<file path="config.mk">
export PLATFORM = sky130hd
export DESIGN_NAME = peripheral_subsystem
export DESIGN_NICKNAME = d
export VERILOG_FILES = /design/src/source/periph_pkg.sv /design/src/source/gpio.sv /design/src/source/intr_ctrl.sv /design/src/source/obi_to_reg.sv /design/src/source/peripheral_subsystem.sv /design/src/source/reg_demux.sv
export SDC_FILE = /design/constraint.sdc
export NUM_CORES = 1
export LEC_CHECK = 0
export ABC_AREA = 1
export BUFFER_PORTS_ARGS = -buffer_cell sky130_fd_sc_hd__buf_4
export CELL_PAD_IN_SITES_DETAIL_PLACEMENT = 1
export CELL_PAD_IN_SITES_GLOBAL_PLACEMENT = 1
export CORE_MARGIN = 2
export CORE_UTILIZATION = 43
export DETAILED_ROUTE_END_ITERATION = 6
export GPL_ROUTABILITY_DRIVEN = 0
export MAX_ROUTING_LAYER = met4
export PLACE_DENSITY = 0.83
export SLEW_MARGIN = 20
export SYNTH_ARGS = -nofsm -noshare
export SYNTH_HDL_FRONTEND = slang
export SYNTH_SLANG_ARGS = --single-unit
export TNS_END_PERCENT = 30
</file>
<file path="constraint.sdc">
create_clock -name clk_i -period 3.5 [get_ports clk_i]
set_input_delay 0.35 -clock clk_i [delete_from_list [all_inputs] [get_ports clk_i]]
set_output_delay 0.35 -clock clk_i [all_outputs]
set_load 0.005 [all_outputs]
</file>
<file path="src/source/periph_pkg.sv">
/*
  Shared constants for the peripheral subsystem: address map, register offsets
  and interrupt IDs. Target select is addr[15:12]; addr[31:16] is ignored.
*/
package periph_pkg;

  localparam int DATA_W = 32;
  // Offset width inside one target window
  localparam int OFF_W = 12;

  // Interrupt sources, ID 0 is reserved and never fires
  localparam int NEXT_INT = 4;
  localparam int NUM_SRC = 38;
  localparam int SRC_W = 6;

  localparam int ID_GPIO_BASE = 1;
  localparam int ID_DMA = 33;
  localparam int ID_EXT_BASE = 34;

  // Target indices, equal to the value of addr[15:12]
  localparam int IDX_INTR = 0;
  localparam int IDX_GPIO = 1;
  localparam int IDX_EXT = 2;
  localparam int NUM_TARGETS = 3;

  // GPIO register offsets
  localparam logic [OFF_W-1:0] GPIO_DATA_IN = 12'h000;
  localparam logic [OFF_W-1:0] GPIO_DATA_OUT = 12'h004;
  localparam logic [OFF_W-1:0] GPIO_DIR = 12'h008;
  localparam logic [OFF_W-1:0] GPIO_INTR_EN = 12'h00C;
  localparam logic [OFF_W-1:0] GPIO_INTR_STATE = 12'h010;

  // Interrupt controller register offsets
  localparam logic [OFF_W-1:0] INTR_PENDING_LO = 12'h000;
  localparam logic [OFF_W-1:0] INTR_PENDING_HI = 12'h004;
  localparam logic [OFF_W-1:0] INTR_ENABLE_LO = 12'h008;
  localparam logic [OFF_W-1:0] INTR_ENABLE_HI = 12'h00C;
  localparam logic [OFF_W-1:0] INTR_CLAIM = 12'h010;
  localparam logic [OFF_W-1:0] INTR_MSIP = 12'h014;

  // Bridge FSM
  typedef enum logic [1:0] {
    BR_IDLE,
    BR_BUSY,
    BR_RESP
  } bridge_state_e;

endpackage : periph_pkg

</file>
<file path="src/source/gpio.sv">
/*
  32-pin GPIO with 2-flop input synchronizer and rising-edge interrupts.
  Interrupt state is write-one-to-clear; a new edge wins over a clear.
*/
`timescale 1ns/1ps

module gpio
  import periph_pkg::*;
(
  input  logic              clk_i,
  input  logic              arst_n_i,
  input  logic              valid_i,
  input  logic              write_i,
  input  logic [OFF_W-1:0]  addr_i,
  input  logic [DATA_W-1:0] wdata_i,
  output logic [DATA_W-1:0] rdata_o,
  input  logic [DATA_W-1:0] gpio_i,
  output logic [DATA_W-1:0] gpio_o,
  output logic [DATA_W-1:0] gpio_en_o,
  output logic [DATA_W-1:0] intr_o
);

  logic [DATA_W-1:0] sync_q1;
  logic [DATA_W-1:0] sync_q2;
  logic [DATA_W-1:0] prev_q;
  logic [DATA_W-1:0] data_out_q;
  logic [DATA_W-1:0] dir_q;
  logic [DATA_W-1:0] intr_en_q;
  logic [DATA_W-1:0] intr_state_q;
  logic [DATA_W-1:0] rise;
  logic [DATA_W-1:0] clr;
  logic              wr;

  assign wr = valid_i & write_i;

  always_ff @(posedge clk_i or negedge arst_n_i) begin
    if (!arst_n_i) begin
      sync_q1 <= '0;
      sync_q2 <= '0;
      prev_q  <= '0;
    end else begin
      sync_q1 <= gpio_i;
      sync_q2 <= sync_q1;
      prev_q  <= sync_q2;
    end
  end

  assign rise = sync_q2 & ~prev_q & intr_en_q;
  assign clr = (wr && addr_i == GPIO_INTR_STATE) ? wdata_i : '0;

  always_ff @(posedge clk_i or negedge arst_n_i) begin
    if (!arst_n_i) begin
      data_out_q   <= '0;
      dir_q        <= '0;
      intr_en_q    <= '0;
      intr_state_q <= '0;
    end else begin
      if (wr && addr_i == GPIO_DATA_OUT) data_out_q <= wdata_i;
      if (wr && addr_i == GPIO_DIR) dir_q <= wdata_i;
      if (wr && addr_i == GPIO_INTR_EN) intr_en_q <= wdata_i;
      intr_state_q <= (intr_state_q & ~clr) | rise;
    end
  end

  always_comb begin
    case (addr_i)
      GPIO_DATA_IN:    rdata_o = sync_q2;
      GPIO_DATA_OUT:   rdata_o = data_out_q;
      GPIO_DIR:        rdata_o = dir_q;
      GPIO_INTR_EN:    rdata_o = intr_en_q;
      GPIO_INTR_STATE: rdata_o = intr_state_q;
      default:         rdata_o = '0;
    endcase
  end

  assign gpio_o = data_out_q;
  assign gpio_en_o = dir_q;
  // Disabling a pin masks its pending state
  assign intr_o = intr_state_q & intr_en_q;

endmodule : gpio

</file>
<file path="src/source/intr_ctrl.sv">
/*
  Level-sensitive interrupt gateway, no priorities: lowest eligible ID wins.
  Reading CLAIM claims that ID; writing the ID to CLAIM completes it.
*/
`timescale 1ns/1ps

module intr_ctrl
  import periph_pkg::*;
(
  input  logic               clk_i,
  input  logic               arst_n_i,
  input  logic               valid_i,
  input  logic               write_i,
  input  logic [OFF_W-1:0]   addr_i,
  input  logic [DATA_W-1:0]  wdata_i,
  output logic [DATA_W-1:0]  rdata_o,
  input  logic [NUM_SRC-1:0] src_i,
  output logic               irq_o,
  output logic               msip_o
);

  logic [NUM_SRC-1:0] src;
  logic [NUM_SRC-1:0] enable_q;
  logic [NUM_SRC-1:0] claimed_q;
  logic [NUM_SRC-1:0] eligible;
  logic [SRC_W-1:0]   claim_id;
  logic [SRC_W-1:0]   cmpl_id;
  logic               msip_q;
  logic               irq_q;
  logic               wr;
  logic               claim_rd;
  logic               cmpl_wr;

  // ID 0 never fires
  assign src = {src_i[NUM_SRC-1:1], 1'b0};
  assign eligible = src & enable_q & ~claimed_q;

  always_comb begin
    claim_id = '0;
    for (int i = NUM_SRC - 1; i > 0; i--) begin
      if (eligible[i]) claim_id = SRC_W'(i);
    end
  end

  assign wr = valid_i & write_i;
  assign claim_rd = valid_i & ~write_i & (addr_i == INTR_CLAIM);
  assign cmpl_wr = wr & (addr_i == INTR_CLAIM);
  assign cmpl_id = wdata_i[SRC_W-1:0];

  always_ff @(posedge clk_i or negedge arst_n_i) begin
    if (!arst_n_i) begin
      enable_q  <= '0;
      claimed_q <= '0;
      msip_q    <= 1'b0;
      irq_q     <= 1'b0;
    end else begin
      irq_q <= |eligible;
      if (wr && addr_i == INTR_ENABLE_LO) begin
        enable_q[DATA_W-1:0] <= {wdata_i[DATA_W-1:1], 1'b0};
      end
      if (wr && addr_i == INTR_ENABLE_HI) begin
        enable_q[NUM_SRC-1:DATA_W] <= wdata_i[NUM_SRC-DATA_W-1:0];
      end
      if (wr && addr_i == INTR_MSIP) msip_q <= wdata_i[0];
      if (claim_rd && claim_id != '0) claimed_q[claim_id] <= 1'b1;
      // Out of range IDs on complete are dropped
      if (cmpl_wr && cmpl_id < SRC_W'(NUM_SRC)) claimed_q[cmpl_id] <= 1'b0;
    end
  end

  always_comb begin
    case (addr_i)
      INTR_PENDING_LO: rdata_o = src[DATA_W-1:0];
      INTR_PENDING_HI: rdata_o = {{(2*DATA_W-NUM_SRC){1'b0}}, src[NUM_SRC-1:DATA_W]};
      INTR_ENABLE_LO:  rdata_o = enable_q[DATA_W-1:0];
      INTR_ENABLE_HI:  rdata_o = {{(2*DATA_W-NUM_SRC){1'b0}}, enable_q[NUM_SRC-1:DATA_W]};
      INTR_CLAIM:      rdata_o = {{(DATA_W-SRC_W){1'b0}}, claim_id};
      INTR_MSIP:       rdata_o = {{(DATA_W-1){1'b0}}, msip_q};
      default:         rdata_o = '0;
    endcase
  end

  assign irq_o = irq_q;
  assign msip_o = msip_q;

endmodule : intr_ctrl

</file>
<file path="src/source/obi_to_reg.sv">
/*
  Core request/grant/rvalid port to register bus, one access in flight.
  No byte enables; every write is a full word. Write responses carry zero data.
*/
`timescale 1ns/1ps

module obi_to_reg
  import periph_pkg::*;
(
  input  logic              clk_i,
  input  logic              arst_n_i,
  input  logic              req_i,
  input  logic [DATA_W-1:0] addr_i,
  input  logic              we_i,
  input  logic [DATA_W-1:0] wdata_i,
  output logic              gnt_o,
  output logic              rvalid_o,
  output logic [DATA_W-1:0] rdata_o,
  output logic              err_o,
  output logic              reg_valid_o,
  output logic              reg_write_o,
  output logic [DATA_W-1:0] reg_addr_o,
  output logic [DATA_W-1:0] reg_wdata_o,
  input  logic              reg_ready_i,
  input  logic [DATA_W-1:0] reg_rdata_i,
  input  logic              reg_error_i
);

  bridge_state_e state_q;
  logic          accept;
  logic          done;

  assign gnt_o = (state_q == BR_IDLE);
  assign accept = req_i & gnt_o;
  assign done = (state_q == BR_BUSY) & reg_ready_i;

  always_ff @(posedge clk_i or negedge arst_n_i) begin
    if (!arst_n_i) begin
      state_q <= BR_IDLE;
    end else begin
      case (state_q)
        BR_IDLE: if (accept) state_q <= BR_BUSY;
        BR_BUSY: if (reg_ready_i) state_q <= BR_RESP;
        default: state_q <= BR_IDLE;
      endcase
    end
  end

  // Request held on the bus until the target is ready
  always_ff @(posedge clk_i) begin
    if (accept) begin
      reg_write_o <= we_i;
      reg_addr_o  <= addr_i;
      reg_wdata_o <= wdata_i;
    end
  end

  always_ff @(posedge clk_i or negedge arst_n_i) begin
    if (!arst_n_i) begin
      rdata_o <= '0;
      err_o   <= 1'b0;
    end else if (done) begin
      rdata_o <= reg_write_o ? '0 : reg_rdata_i;
      err_o   <= reg_error_i;
    end
  end

  assign reg_valid_o = (state_q == BR_BUSY);
  assign rvalid_o = (state_q == BR_RESP);

endmodule : obi_to_reg

</file>
<file path="src/source/peripheral_subsystem.sv">
/*
  Peripheral subsystem: bridge, decoder, GPIO and interrupt controller.
  ext_reg_* leaves with a 12-bit offset and may stall with ext_reg_ready_i.
*/
`timescale 1ns/1ps

module peripheral_subsystem
  import periph_pkg::*;
(
  input  logic                clk_i,
  input  logic                arst_n_i,
  input  logic                req_i,
  input  logic [DATA_W-1:0]   addr_i,
  input  logic                we_i,
  input  logic [DATA_W-1:0]   wdata_i,
  output logic                gnt_o,
  output logic                rvalid_o,
  output logic [DATA_W-1:0]   rdata_o,
  output logic                err_o,
  input  logic [DATA_W-1:0]   gpio_i,
  output logic [DATA_W-1:0]   gpio_o,
  output logic [DATA_W-1:0]   gpio_en_o,
  input  logic                dma_intr_i,
  input  logic [NEXT_INT-1:0] intr_ext_i,
  output logic                irq_o,
  output logic                msip_o,
  output logic                ext_reg_valid_o,
  output logic                ext_reg_write_o,
  output logic [OFF_W-1:0]    ext_reg_addr_o,
  output logic [DATA_W-1:0]   ext_reg_wdata_o,
  input  logic                ext_reg_ready_i,
  input  logic [DATA_W-1:0]   ext_reg_rdata_i
);

  logic               reg_valid;
  logic               reg_write;
  logic [DATA_W-1:0]  reg_addr;
  logic [DATA_W-1:0]  reg_wdata;
  logic               reg_ready;
  logic [DATA_W-1:0]  reg_rdata;
  logic               reg_error;
  logic               intr_valid;
  logic               intr_write;
  logic               gpio_valid;
  logic               gpio_write;
  logic [OFF_W-1:0]   tgt_addr;
  logic [DATA_W-1:0]  tgt_wdata;
  logic [DATA_W-1:0]  intr_rdata;
  logic [DATA_W-1:0]  gpio_rdata;
  logic [DATA_W-1:0]  gpio_intr;
  logic [NUM_SRC-1:0] intr_vector;

  // Source layout: zero, GPIO pins, DMA, external
  assign intr_vector[0] = 1'b0;
  assign intr_vector[ID_GPIO_BASE +: DATA_W] = gpio_intr;
  assign intr_vector[ID_DMA] = dma_intr_i;
  assign intr_vector[ID_EXT_BASE +: NEXT_INT] = intr_ext_i;

  assign ext_reg_addr_o = tgt_addr;
  assign ext_reg_wdata_o = tgt_wdata;

  obi_to_reg u_bridge (
    .clk_i       (clk_i),
    .arst_n_i    (arst_n_i),
    .req_i       (req_i),
    .addr_i      (addr_i),
    .we_i        (we_i),
    .wdata_i     (wdata_i),
    .gnt_o       (gnt_o),
    .rvalid_o    (rvalid_o),
    .rdata_o     (rdata_o),
    .err_o       (err_o),
    .reg_valid_o (reg_valid),
    .reg_write_o (reg_write),
    .reg_addr_o  (reg_addr),
    .reg_wdata_o (reg_wdata),
    .reg_ready_i (reg_ready),
    .reg_rdata_i (reg_rdata),
    .reg_error_i (reg_error)
  );

  reg_demux u_demux (
    .reg_valid_i  (reg_valid),
    .reg_write_i  (reg_write),
    .reg_addr_i   (reg_addr),
    .reg_wdata_i  (reg_wdata),
    .reg_ready_o  (reg_ready),
    .reg_rdata_o  (reg_rdata),
    .reg_error_o  (reg_error),
    .intr_valid_o (intr_valid),
    .intr_write_o (intr_write),
    .gpio_valid_o (gpio_valid),
    .gpio_write_o (gpio_write),
    .ext_valid_o  (ext_reg_valid_o),
    .ext_write_o  (ext_reg_write_o),
    .tgt_addr_o   (tgt_addr),
    .tgt_wdata_o  (tgt_wdata),
    .intr_rdata_i (intr_rdata),
    .gpio_rdata_i (gpio_rdata),
    .ext_ready_i  (ext_reg_ready_i),
    .ext_rdata_i  (ext_reg_rdata_i)
  );

  gpio u_gpio (
    .clk_i     (clk_i),
    .arst_n_i  (arst_n_i),
    .valid_i   (gpio_valid),
    .write_i   (gpio_write),
    .addr_i    (tgt_addr),
    .wdata_i   (tgt_wdata),
    .rdata_o   (gpio_rdata),
    .gpio_i    (gpio_i),
    .gpio_o    (gpio_o),
    .gpio_en_o (gpio_en_o),
    .intr_o    (gpio_intr)
  );

  intr_ctrl u_intr (
    .clk_i    (clk_i),
    .arst_n_i (arst_n_i),
    .valid_i  (intr_valid),
    .write_i  (intr_write),
    .addr_i   (tgt_addr),
    .wdata_i  (tgt_wdata),
    .rdata_o  (intr_rdata),
    .src_i    (intr_vector),
    .irq_o    (irq_o),
    .msip_o   (msip_o)
  );

endmodule : peripheral_subsystem

</file>
<file path="src/source/reg_demux.sv">
/*
  Routes register accesses by addr[15:12]. Internal targets answer in the same
  cycle; only the external port can stall. Bad addresses give an error, no data.
*/
`timescale 1ns/1ps

module reg_demux
  import periph_pkg::*;
(
  input  logic              reg_valid_i,
  input  logic              reg_write_i,
  input  logic [DATA_W-1:0] reg_addr_i,
  input  logic [DATA_W-1:0] reg_wdata_i,
  output logic              reg_ready_o,
  output logic [DATA_W-1:0] reg_rdata_o,
  output logic              reg_error_o,
  output logic              intr_valid_o,
  output logic              intr_write_o,
  output logic              gpio_valid_o,
  output logic              gpio_write_o,
  output logic              ext_valid_o,
  output logic              ext_write_o,
  output logic [OFF_W-1:0]  tgt_addr_o,
  output logic [DATA_W-1:0] tgt_wdata_o,
  input  logic [DATA_W-1:0] intr_rdata_i,
  input  logic [DATA_W-1:0] gpio_rdata_i,
  input  logic              ext_ready_i,
  input  logic [DATA_W-1:0] ext_rdata_i
);

  logic [3:0]             sel;
  logic [OFF_W-1:0]       offset;
  logic [NUM_TARGETS-1:0] hit;
  logic                   dec_err;

  assign sel = reg_addr_i[15:12];
  assign offset = reg_addr_i[OFF_W-1:0];

  always_comb begin
    hit = '0;
    dec_err = 1'b0;
    case (sel)
      4'(IDX_INTR): begin
        if (offset > INTR_MSIP) dec_err = 1'b1;
        else hit[IDX_INTR] = 1'b1;
      end
      4'(IDX_GPIO): begin
        if (offset > GPIO_INTR_STATE) dec_err = 1'b1;
        else hit[IDX_GPIO] = 1'b1;
      end
      4'(IDX_EXT): hit[IDX_EXT] = 1'b1;
      default: dec_err = 1'b1;
    endcase
  end

  assign intr_valid_o = reg_valid_i & hit[IDX_INTR];
  assign gpio_valid_o = reg_valid_i & hit[IDX_GPIO];
  assign ext_valid_o = reg_valid_i & hit[IDX_EXT];

  assign intr_write_o = reg_write_i & hit[IDX_INTR];
  assign gpio_write_o = reg_write_i & hit[IDX_GPIO];
  assign ext_write_o = reg_write_i & hit[IDX_EXT];

  assign tgt_addr_o = offset;
  assign tgt_wdata_o = reg_wdata_i;

  // Only the external port may hold ready low
  assign reg_ready_o = hit[IDX_EXT] ? ext_ready_i : 1'b1;
  assign reg_error_o = dec_err;

  always_comb begin
    reg_rdata_o = '0;
    if (hit[IDX_INTR]) reg_rdata_o = intr_rdata_i;
    if (hit[IDX_GPIO]) reg_rdata_o = gpio_rdata_i;
    if (hit[IDX_EXT]) reg_rdata_o = ext_rdata_i;
  end

endmodule : reg_demux

</file>
-- Yosys cells after proc, flatten, opt, wreduce, memory -nomap -nowiden
Cells that the tools add are included.
- word-level logic and storage cells: 142
- bits in registers: 385
- output and inout port bits: 147
- magnitude comparators: 7
- reduce and logical (&&, ||, !) cells: 17
- eq/ne operators: 11
- muxes and demuxes: 62
- bitwise operators: 27
- operator list (kind ; count):
    2-to-1 mux 6 bit ; 37
    case mux 32 bit (6 select lines) ; 1
    2-to-1 mux 32 bit ; 5
    case mux 32 bit (5 select lines) ; 1
    bitwise AND 32 bit ; 4
    bitwise AND 38 bit ; 3
    2-to-1 mux 38 bit ; 2
    inverter 38 bit ; 2
    inverter 32 bit ; 2
    OR 38 bit ; 1
    OR reduction 38 bit ; 1
    OR 32 bit ; 1
    == test 12 x 4 -> 1 bit, second input constant ; 2
    == test 12 x 5 -> 1 bit, second input constant ; 2
    greater-than comparator 12 x 5 -> 1 bit, second input constant ; 2
    < comparator 6 x 7 -> 1 bit, second input constant ; 2
    bitwise AND 1 bit ; 13
    demux 1 bit (select 6 bit) ; 2
    == test 12 x 3 -> 1 bit, second input constant ; 1
    >= comparator 6 x 1 -> 1 bit, second input constant ; 2
    logical NOT 12 bit ; 1
    logical AND 1 bit ; 11
    2-to-1 mux 1 bit ; 10
    < comparator 6 bit, second input constant ; 1
    other kinds (13) ; 15

-- Depth between registers and ports, before layout
Gate-level depths: netlist (run 1).
- word-level depth: 48
- mapped depth: 44

-- Cells and area by module
From an unflattened synthesis (run 1), not the netlist that was laid out.
- cells, all modules: 2362
- area total of the unflattened synthesis: 19426.1 um^2
- by module, submodules not included (module ; seq. area each (um^2) ; cells each ; area an instance (um^2) ; times used):
    gpio ; 5605.4 ; 1137 ; 9650.5 ; 1
    intr_ctrl ; 1901.8 ; 699 ; 4720.8 ; 1
    obi_to_reg ; 2827.7 ; 289 ; 3631.0 ; 1
    reg_demux ; 0.0 ; 236 ; 1420.1 ; 1
    peripheral_subsystem ; 0.0 ; 1 ; 3.8 ; 1

-- Worst setup path before layout (run 1)
Ideal clock, no wire load.
- kind: register to register
- start: register u_bridge.state_q[0]
- end: register u_bridge.reg_addr_o[0] (enable)
- stages on the path, launching flop included: 4
- setup slack: 0.381 ns
- library setup time: 0.456 ns
- buffers on the path: 0
- arrival time: 2.664 ns
- cells stage by stage: dfrtp_1 > nor2_1 > inv_1 > nor2_1
- longest elaborated chain between the ends: 2
- ends and longest elaborated chain (element ; line ; RTL):
    start, declared ; obi_to_reg.sv:29 ; bridge_state_e state_q;
    start signal, assigned ; obi_to_reg.sv:39 ; state_q <= BR_IDLE;
    start signal, assigned ; obi_to_reg.sv:42 ; BR_IDLE: if (accept) state_q <= BR_BUSY;
    start signal, assigned ; obi_to_reg.sv:43 ; BR_BUSY: if (reg_ready_i) state_q <= BR_RESP;
    logical NOT 2 bit ; obi_to_reg.sv:33 ; assign gnt_o = (state_q == BR_IDLE);
    via gnt_o ; peripheral_subsystem.sv:16 ; output logic gnt_o,
    bitwise AND 1 bit ; obi_to_reg.sv:34 ; assign accept = req_i & gnt_o;
    via u_bridge.accept ; obi_to_reg.sv:30 ; logic accept;
    end signal, assigned ; obi_to_reg.sv:53 ; reg_addr_o <= addr_i;
    end, declared ; obi_to_reg.sv:22 ; output logic [DATA_W-1:0] reg_addr_o,
The timed path passes the listed nets, and every way through them passes these cells.
A chain may end at the register's enable or synchronous reset.

-- Worst setup path in the final report (run 1)
- start: register u_gpio.intr_en_q[31]
- end: register u_intr.claimed_q[10]
- longest elaborated chain between the ends: 43
- elaborated cells between the ends (all ways): 46
- ends and longest elaborated chain (element ; line ; RTL):
    start, declared ; gpio.sv:28 ; logic [DATA_W-1:0] intr_en_q;
    start signal, assigned ; gpio.sv:60 ; if (wr && addr_i == GPIO_INTR_EN) intr_en_q <= wdata_i;
    bitwise AND 32 bit (*) ; gpio.sv:79 ; assign intr_o = intr_state_q & intr_en_q;
    bitwise AND 38 bit (*) (2 in a row) ; intr_ctrl.sv:36 ; assign eligible = src & enable_q & ~claimed_q;
    2-to-1 mux 6 bit (*) (32 in a row) ; intr_ctrl.sv:41 ; if (eligible[i]) claim_id = SRC_W'(i);
    < comparator 6 x 7 -> 1 bit (implied by the code) or >= comparator 6 x 1 -> 1 bit (tied branches) ; intr_ctrl.sv:65 ; if (claim_rd && claim_id != '0) claimed_q[claim_id] <= 1'b1;
    logical AND 1 bit (implied by the code) ; intr_ctrl.sv:65 ;
    2-to-1 mux 1 bit (implied by the code) ; intr_ctrl.sv:65 ;
    demux 1 bit (select 6 bit) ; n/a ;
    OR 38 bit (no source line) ; n/a ;
    2-to-1 mux 38 bit (*) ; intr_ctrl.sv:65 ;
    bitwise AND 38 bit (no source line) ; n/a ;
    2-to-1 mux 38 bit (*) ; intr_ctrl.sv:67 ; if (cmpl_wr && cmpl_id < SRC_W'(NUM_SRC)) claimed_q[cmpl_id] <= 1'b0;
    end signal, assigned ; intr_ctrl.sv:53 ; claimed_q <= '0;
    end signal, assigned by index ; intr_ctrl.sv:65 ;
    end signal, assigned by index ; intr_ctrl.sv:67 ;
    end, declared ; intr_ctrl.sv:24 ; logic [NUM_SRC-1:0] claimed_q;
Mark *: on every way between the ends. The rest lies on a longest branch, timed or not.

==> results.py, run 1 <==
metrics = {
    "finish": {
        "nNetsFinal": 2240,
        "postLayoutCoreUtil_pct": 57.3,
        "synthToLayoutAreaGrowth_pct": 32.1,
        "antenna_cells": 0,
        "drive_above_1_share_pct": 20.9,
        "final_area_sq_mm": 0.0214,
        "fin_cells": 2646,
    },
    "sta": {
        "max_freq_ghz": 0.305,
        "final_hold_viol_count": 0,
        "hold_slack_ns": 0.0386,
        "worst_pin_slew_ns": 1.05,
        "slew_headroom_pct": 30.2,
        "fin_skew_ns": 0.0217,
        "finalSetupViolations": 0,
        "period_needed_ns": 3.28,
        "final.period_utilization_pct": 93.7,
        "finalMaxSlewViolations": 0,
        "timing.setup.tns_ns": 0,
        "rsz0062_at_grt": "yes",
    },
    "critical_path": {
        "reg2reg_slack_ns": 0.22,
        "cpPeakStageDelay_ns": 0.47,
        "worstSetupStartpointType": "flip-flop",
        "worst_ep_arrival_time_ns": 3.73,
        "cp_common_cell": "nand2_1",
        "slowest_stage": "dfrtp_1",
        "worst_ep_required_time_ns": 3.95,
        "critPathMaxFanout": 5,
        "worst-setup-path-type": "flip-flop to flip-flop",
        "cp-end-kind": "flip-flop",
    },
    "routing": {
        "dr_total_vias": 15100,
        "routedWlPerCell_um": 24.1,
        "ant_nets": 0,
        "drc": 0,
        "post_drt_via_cell_ratio": 5.70,
        "dr.pass1.iters": 5,
        "finalWirelength_mm": 63.8,
        "drtIter0Drc": 1114,
    },
    "power": {
        "leakage_nw": 9.85,
        "power.density_mw_per_mm2": 467,
        "peakVddDrop_mv": 0.392,
    },
    "run_status": {
        "status": "completed",
    },
    "run": {
        "timing.max_cap.violations": 0,
    },
    "global_route": {
        "grt_pass1_wl_mm": 96.8,
        "grt_pass1_vias": 16900,
        "antenna_found_initial": 0,
        "grt_use_total_pct": 33.7,
        "grt_overflow": 0,
        "grt_max_degree": 126,
    },
    "place": {
        "dp_hpwl_mm": 41.3,
        "io_buffers": 268,
        "placed_area_sq_mm": 0.0191,
        "placed_cells": 2484,
    },
    "floorplanning": {
        "io_pins": 285,
        "core_area_sq_mm": 0.0374,
        "die_w_um": 198,
        "initial_utilization_pct": 43.4,
        "fp.dieH_um": 198,
        "fp-row-count": 71,
        "die_area_sq_mm": 0.0393,
    },
    "cts": {
        "cts_max_level": 2,
        "cts_sinks": 384,
        "clock_latency_ns": 0.56,
        "clkTransAtPathRegs_ns": 0.06,
        "cts-root-buf": "clkbuf_16",
        "cts_buffers": 42,
        "cts_buffer_depth": 3,
        "cts_tree": "yes",
    },
    "yosys": {
        "synth_flop_cell": "dfrtp_1",
        "ys_seq_area_share_pct": 60.7,
        "ys_ff_latch": 384,
        "synth_area_per_cell_sq_um": 9.36,
        "synth.top_cell.area_share_pct": 51.7,
        "ys_types": 43,
        "synth_edf_count": 49,
        "yosysMostFrequentCell": "nand2_1",
        "yosys-top-cells-count": "nand2_1 (415), dfrtp_1 (335), o21ai_0 (233)",
        "synth.largest_area_cell": "dfrtp_1",
        "synth_area_sq_mm": 0.0162,
        "yosys_warnings": 0,
        "syn_nets": 1871,
        "synth_area_leaders": "dfrtp_1 (52%), nand2_1 (9.6%), edfxtp_1 (9.1%)",
        "async_reset_ff_share_pct": 87.2,
        "syn_inst": 1733,
    },
    "min_path": {
        "hold_class": "primary input to flip-flop",
    },
}
## power breakdown
group	internal (W)	switching [W]	leakage [nW]	total, W
logic	0.000307	0.000438	4.36	0.000744
registers	0.00468	0.0000937	4.82	0.00478
clock network	0.00261	0.00187	0.674	0.00448
## worst max-delay path: cells and delay by family (launching register included)
family / cells / cell delay [ns]
DFF: 1 / 0.47
buffers and inverters: 2 / 0.29
AOI/OAI and AO/OA: 1 / 0.17
and+or+nand+nor: 22 / 2.25
## flip-flops by register name, summed over array words and instances (netlist names), 16 cells and up
register              cells
u_bridge.reg_wdata_o     32
u_intr.enable_q          37
u_gpio.gpio_en_o         32
u_gpio.gpio_o            32
u_gpio.sync_q1           32
u_gpio.sync_q2           32
u_gpio.prev_q            32
u_bridge.reg_addr_o      16
u_gpio.intr_en_q         32
u_intr.claimed_q         37
u_gpio.intr_state_q      32
u_bridge.rdata_o         32
## placed cells by master, fill, tap and decap left out, types with 13 or more instances in the layout
cell type      Yosys  routed
clkbuf_1          64      13
o22ai_1           26      26
nor2_1           102      98
a221oi_1          39      39
edfxtp_1          49      49
dfrtp_1          335     335
nand4_1           14      14
nand2_1          415     396
o21ai_0          233     233
nand3_1           36      30
o211ai_1          24      24
nand2_2            2      19
a22oi_2            0      13
clkbuf_16          0      44
o21a_1            19      19
inv_1            216     214
buf_4             12     312
o31ai_1           27      27
nor3_1            37      35
dlygate4sd3_1      0      82
## cells by family after synthesis
logic type / count (synthesis) / share of synthesized area, %
AOI/OAI and AO/OA: 426 / 16.1
buffers and inverters: 296 / 7.14
DFF: 384 / 60.7
and+or+nand+nor: 627 / 16.0
## worst paths after layout
check | startpoint | depth (start not counted) | to
hold reg to reg | u_gpio.sync_q1[8] | 0 | u_gpio.sync_q2[8]
max in group asynchronous | arst_n_i | 3 | u_gpio.intr_state_q[15]
setup reg to reg | u_gpio.intr_en_q[31] | 25 | u_intr.claimed_q[10]
setup / recovery | u_gpio.intr_en_q[31] | 25 | u_intr.claimed_q[10]
min in group asynchronous | arst_n_i | 2 | u_gpio.sync_q1[15]
hold / removal | ext_reg_ready_i | 2 | u_bridge.state_q[0]
## layer usage
layer | global-route usage, % | part of all wire [%] | vias to the layer above
met5 | - | 0 | -
met1 | 38.9 | 37 | 7649
li1 | - | - | 6518
met4 | 16.1 | 5.0 | 0
met3 | 7.34 | 8.0 | 223
met2 | 55.8 | 50 | 696
## what timing repair did
action | 4_1_cts | 5_1_grt
endpoints found under the hold margin | 198 | 0
resized for setup | 0 | 41
setup buffers | 0 | 2
endpoints found under the setup margin | 0 | 56
hold buffers | 82 | 0
## layout make-up
type                    count  area, sq um
multi-input cells        1054         5430
clock inverters            13          124
flip-flops and latches    384         9850
clock buffers              64         1250
fillers                  4220        16000
well taps                 511          639
inverters                 218          822
repair buffers            402         3320
## stage by stage
stage | power, W | worst slack, ns
floorplan | 0.00502 | 0.381
global placement | 0.00547 | 0.314
detailed placement | 0.00550 | 0.287
CTS | 0.0100 | 0.203
global route | 0.0103 | -0.0766
finish | 0.0100 | 0.222
Note: power is estimated with default switching activity, not from simulation.
==> run 2, diff against run 1 <==
--- a/config.mk
+++ b/config.mk
@@ -10,11 +10,11 @@
 export CELL_PAD_IN_SITES_DETAIL_PLACEMENT = 1
 export CELL_PAD_IN_SITES_GLOBAL_PLACEMENT = 1
 export CORE_MARGIN = 2
-export CORE_UTILIZATION = 43
+export CORE_UTILIZATION = 30
 export DETAILED_ROUTE_END_ITERATION = 6
 export GPL_ROUTABILITY_DRIVEN = 0
 export MAX_ROUTING_LAYER = met4
-export PLACE_DENSITY = 0.83
+export PLACE_DENSITY = 0.62
 export SLEW_MARGIN = 20
 export SYNTH_ARGS = -nofsm -noshare
 export SYNTH_HDL_FRONTEND = slang
==> run 2 against run 1 <==
  * Register-to-register slack gained 0.03 ns
  * Setup slack better by 0.032 ns
  * Sequential cell count unchanged
  * Clock-buffer cell count fell by 5
  * Global-route usage decreased by 11 points
  * Cell count rose by 7.4%
  * Clock skew is 0.0032 ns lower
==> results.py, run 2 (same netlist as run 1, synthesis figures left out) <==
metrics = {
    "finish": {
        "final_common_cell": "nand2_1",
        "fin_cells": 2843,
        "layout_common_cells": "nand2_1 (408), dfrtp_1 (335), buf_4 (307), o21ai_0 (233), inv_1 (214)",
        "nNetsFinal": 2248,
        "postLayoutCoreUtil_pct": 40.6,
        "synthToLayoutAreaGrowth_pct": 34.0,
        "top_regs": "u_intr.claimed_q: 37 flops, u_intr.enable_q: 37 flops",
        "drive_above_1_share_pct": 20.1,
    },
    "global_route": {
        "grt_use_total_pct": 22.8,
        "grt_overflow": 0,
        "grt_pass1_wl_mm": 94.3,
        "antenna_found_initial": 1,
        "grt_pass1_vias": 15200,
        "grt_max_degree": 104,
    },
    "sta": {
        "worst_pin_slew_ns": 0.972,
        "finalSetupViolations": 0,
        "finalMaxSlewViolations": 0,
        "slew_headroom_pct": 35.2,
        "fin_skew_ns": 0.0185,
        "final.period_utilization_pct": 92.7,
        "layout_setup_ws_ns": 0.254,
        "final_hold_viol_count": 0,
        "timing.setup.tns_ns": 0,
        "period_needed_ns": 3.25,
        "rsz0062_at_grt": "yes",
        "max_freq_ghz": 0.308,
    },
    "power": {
        "leakage_nw": 9.89,
        "internal_power_w": 0.00774,
        "power.density_mw_per_mm2": 471,
        "pwr-share-seq_pct": 46.6,
        "swShare_pct": 24.5,
        "p_switching_w": 0.00251,
        "peakVddDrop_mv": 0.324,
        "p_clk_share_pct": 46.3,
        "p_comb_share_pct": 7.1,
    },
    "critical_path": {
        "worstSetupStartpointType": "flip-flop",
        "timing.rr.start": "u_bridge.reg_addr_o[1]",
        "path_buf_inv": 4,
        "rr_worst_depth": 10,
        "cp_num_cells": 10,
        "cp-end-kind": "flip-flop",
        "worst_ep_arrival_time_ns": 3.72,
        "critical_path.top_delay_family": "simple AND/OR/NAND/NOR gates",
        "crit_chain": "nor2_1 > inv_1 > nor2_1 > inv_1 > nor3_1 > buf_4 > inv_1 > nor3_2 > nand4_1 > o21a_1",
        "cpPeakStageDelay_ns": 0.53,
        "cp_common_cell": "inv_1",
        "setup.worst_path.start": "u_bridge.reg_addr_o[1]",
        "worst-setup-path-type": "flip-flop to flip-flop",
        "slowest_stage": "nor3_2",
        "worst_ep_required_time_ns": 3.97,
        "critPathMaxFanout": 10,
    },
    "place": {
        "io_buffers": 268,
        "post-place-ws_ns": 0.240,
        "placed_cells": 2667,
        "dp_hpwl_mm": 43.8,
    },
    "cts": {
        "cts-root-buf": "clkbuf_16",
        "cts_tree": "yes",
        "cts_max_level": 2,
        "cts_buffer_depth": 3,
        "clkTransAtPathRegs_ns": 0.06,
        "cts_sinks": 384,
        "clock_latency_ns": 0.59,
        "cts_buffers": 45,
        "post-cts-setup-buffers": 0,
    },
    "routing": {
        "dr_wl_met2_mm": 30.8,
        "dr_total_vias": 14200,
        "post_drt_via_cell_ratio": 4.99,
        "drtIter0Drc": 874,
        "ant_nets": 0,
        "drc": 0,
        "finalWirelength_mm": 62.0,
        "met3WireLength_mm": 2.33,
        "maxUsedRoutingLayer": "met4",
        "routedWlPerCell_um": 21.8,
        "dr.pass1.iters": 6,
        "m1WireLength_mm": 27.3,
    },
    "run": {
        "timing.max_cap.violations": 0,
    },
    "floorplanning": {
        "fp.dieH_um": 237,
        "initial_utilization_pct": 30.3,
        "core_area_sq_mm": 0.0536,
        "io_pins": 285,
        "fp-row-count": 85,
        "die_w_um": 237,
        "die_area_sq_mm": 0.0560,
    },
    "min_path": {
        "holdPathStages": 3,
        "worstHoldStart": "ext_reg_rdata_i[2]",
        "hold_class": "primary input to flip-flop",
    },
    "run_status": {
        "status": "completed",
    },
}
## run 2: cell count changes in the layout (fill, tap and decap cells not counted), sizes merged
cell         before  now
dlygate4sd3      82   91
diode             0    1
clkinv            9   19
buf             320  316
bufinv            2    3
clkbuf           64   59
## run 2: timing repair
action                                  4_1_cts  5_1_grt
endpoints found under the setup margin        0       40
hold buffers                                 91        0
endpoints found under the hold margin       167        0
gates resized for setup                       0       21
## run 2: power groups by stage
stage	Sequential (W)	Combinational, W	Clock [W]
floorplan	0.00483	0.000192	0
global placement	0.00486	0.000646	0
detailed placement	0.00486	0.000659	0
CTS	0.00478	0.000743	0.00486
global route	0.00479	0.000801	0.00503
finish	0.00478	0.000729	0.00474
## run 2: final timing paths
kind | endpoint | slack [ns]
max in group asynchronous | u_gpio.sync_q1[25] | 2.11
setup reg to reg | u_intr.claimed_q[19] | 0.25
setup / recovery | u_intr.claimed_q[19] | 0.25
min in group asynchronous | u_gpio.sync_q1[19] | 0.34
hold / removal | u_bridge.rdata_o[2] | 0.03
hold reg to reg | u_gpio.sync_q2[15] | 0.35
## run 2: layout make-up
type / instances / area (sq um)
Tap cell: 696 / 871
Antenna cell: 1 / 2.50
Fill cell: 6070 / 31900
Clock inverter: 24 / 196
Sequential cell: 384 / 9850
Multi-Input combinational cell: 1054 / 5350
Inverter: 218 / 822
Clock buffer: 59 / 1260
Timing Repair Buffer: 407 / 3390
## run 2: metal layers
layer | vias up | track usage, %
li1 | 6540 | -
met1 | 7216 | 29.1
met2 | 342 | 38.1
met3 | 102 | 2.73
met4 | 0 | 7.12
met5 | - | -
## run 2: worst min-delay path, stage by stage
cell,delay [ns]
buf_4,0.08
o211ai_1,0.09
nand2_1,0.07
## run 2: through the flow
stage                     hold WS, ns  power, W  area [sq um]
final                          0.0276    0.0103         21700
after global routing           0.0297    0.0106         21700
after floorplan                0.0544   0.00502         16200
after global placement          0.336   0.00550         19300
after CTS                     0.00224    0.0104         21700
after detailed placement        0.336   0.00552         19300
==> run 3, diff against run 2 <==
--- a/config.mk
+++ b/config.mk
@@ -15,6 +15,7 @@
 export GPL_ROUTABILITY_DRIVEN = 0
 export MAX_ROUTING_LAYER = met4
 export PLACE_DENSITY = 0.62
+export REMOVE_ABC_BUFFERS = 1
 export SLEW_MARGIN = 20
 export SYNTH_ARGS = -nofsm -noshare
 export SYNTH_HDL_FRONTEND = slang
==> run 3 against run 2 <==
  * Utilization down 0.10 points
  * Routed wire length decreased by 2.1%
  * Die area is the same
  * Combinational power is 2% lower
  * Maximum frequency barely moved
  * Cell area fell by 0.26%
  * Clock power increased by 3%
  * First-iteration DRC count is 15% lower
  * Largest cell class unchanged
  * Largest power group is now clock
==> results.py, run 3 (same netlist as run 1, synthesis figures left out) <==
metrics = {
    "run_status": {
        "status": "completed",
    },
    "global_route": {
        "grt_max_degree": 106,
        "grt_pass1_vias": 15200,
        "grt_pass1_wl_mm": 93.0,
        "grt_overflow": 0,
        "antenna_found_initial": 0,
        "grt_use_total_pct": 22.4,
    },
    "run": {
        "timing.max_cap.violations": 0,
    },
    "cts": {
        "cts_buffers": 46,
        "cts_buffer_depth": 3,
        "cts_max_level": 2,
        "cts-root-buf": "clkbuf_16",
        "cts_tree": "yes",
        "cts_sinks": 384,
        "clkTransAtPathRegs_ns": 0.06,
        "clock_latency_ns": 0.59,
    },
    "sta": {
        "max_freq_ghz": 0.308,
        "slew_headroom_pct": 35.6,
        "worst_pin_slew_ns": 0.964,
        "final.period_utilization_pct": 92.8,
        "finalMaxSlewViolations": 0,
        "period_needed_ns": 3.25,
        "rsz0062_at_grt": "yes",
        "fin_skew_ns": 0.0257,
        "final_hold_viol_count": 0,
        "hold_slack_ns": 0.0278,
        "timing.setup.tns_ns": 0,
        "finalSetupViolations": 0,
    },
    "routing": {
        "routedWlPerCell_um": 21.5,
        "finalWirelength_mm": 60.7,
        "ant_nets": 0,
        "post_drt_via_cell_ratio": 4.98,
        "drtIter0Drc": 743,
        "dr.pass1.iters": 5,
        "drc": 0,
        "dr_total_vias": 14100,
    },
    "critical_path": {
        "worst_ep_required_time_ns": 3.95,
        "critPathMaxFanout": 10,
        "cp_common_cell": "inv_1",
        "crit_chain": "nor2_1 > inv_1 > nor2_1 > inv_1 > nor3_1 > buf_4 > inv_1 > nor3_2 > nand4_1 > o21a_1",
        "cpPeakStageDelay_ns": 0.55,
        "cp-end-kind": "flip-flop",
        "slowest_stage": "nor3_2",
        "worstSetupStartpointType": "flip-flop",
        "worst-setup-path-type": "flip-flop to flip-flop",
        "worst_ep_arrival_time_ns": 3.70,
    },
    "place": {
        "dp_hpwl_mm": 42.4,
        "io_buffers": 268,
    },
    "finish": {
        "nNetsFinal": 2235,
        "top_regs": "u_intr.claimed_q: 37 flops, u_intr.enable_q: 37 flops",
        "drive_above_1_share_pct": 20.1,
        "synthToLayoutAreaGrowth_pct": 33.7,
        "final_common_cell": "nand2_1",
        "antenna_cells": 0,
        "layout_common_cells": "nand2_1 (404), dfrtp_1 (335), buf_4 (301), o21ai_0 (233), inv_1 (215)",
    },
    "power": {
        "peakVddDrop_mv": 0.295,
        "power.density_mw_per_mm2": 478,
        "leakage_nw": 9.87,
    },
    "floorplanning": {
        "initial_utilization_pct": 30.3,
        "io_pins": 285,
        "fp-row-count": 85,
        "fp.dieH_um": 237,
        "die_w_um": 237,
        "core_area_sq_mm": 0.0536,
        "die_area_sq_mm": 0.0560,
    },
    "min_path": {
        "hold_class": "primary input to flip-flop",
    },
}
## run 3: cell count changes in the layout (fill, tap and decap cells not counted), moves of 2 or more
cell	delta
nand2_2	+3
clkbuf_8	+12
buf_12	-3
clkinvlp_4	-2
clkinv_1	-5
buf_4	-6
clkbuf_1	+3
dlygate4sd3_1	-6
nand2_1	-4
clkinv_2	-9
## run 3: layout make-up
type	instances	area, sq um
clock buffer	73	1410
tap	696	871
fill	6087	31900
timing repair buffer	393	3240
sequential	384	9850
clock inverter	10	123
inverter	218	818
multi-input combinational	1054	5380
## run 3: path summary, 6_finish.rpt
path	startpoint	to	slack, ns	depth (start not counted)
max reg2reg	u_bridge.reg_addr_o[0]	u_intr.claimed_q[11]	0.25	10
min in group asynchronous	arst_n_i	u_gpio.sync_q1[17]	0.24	2
min reg2reg	u_gpio.sync_q1[7]	u_gpio.sync_q2[7]	0.34	0
min	ext_reg_rdata_i[2]	u_bridge.rdata_o[2]	0.03	3
max	u_bridge.reg_addr_o[0]	u_intr.claimed_q[11]	0.25	10
max in group asynchronous	arst_n_i	u_bridge.rdata_o[1]	2.23	3
## run 3: power by group
group          leakage (nW)  internal [W]  total [W]  switching [W]
logic                  4.30      0.000303   0.000718       0.000415
clock network         0.759       0.00291    0.00488        0.00197
registers              4.82       0.00468    0.00478      0.0000947
## run 3: critical path, delay by kind of cell (launching register included)
kind	cells	cell delay (ns)
and+or+nand+nor	5	1.68
DFF	1	0.44
buffers and inverters	4	0.68
AOI/OAI and AO/OA	1	0.31
## run 3: repair_timing
item / 4_1_cts / 5_1_grt
setup endpoints to repair: 0 / 62
hold buffers: 85 / 0
setup buffers: 0 / 1
resized for setup: 0 / 25
hold endpoints to repair: 122 / 0
## run 3: layer usage
metal,vias up,wire (um),GRT usage (%)
met4,0,1210,5.33
met2,298,29700,37.0
met5,-,0,-
li1,6515,-,-
met3,75,2560,3.07
met1,7186,27200,29.1
## run 3: per-stage QoR
stage	worst slack, ns	instance area (sq um)	total power, W	util, %	std cells
after floorplan	-1.80	15900	0.00500	-	1655
after CTS	0.0904	21600	0.0105	40.3	2826
after detailed placement	0.132	19200	0.00551	35.8	2658
final	0.252	21700	0.0104	40.5	2828
after global routing	-0.135	21700	0.0108	40.5	2828
after global placement	0.175	19200	0.00549	35.8	2658
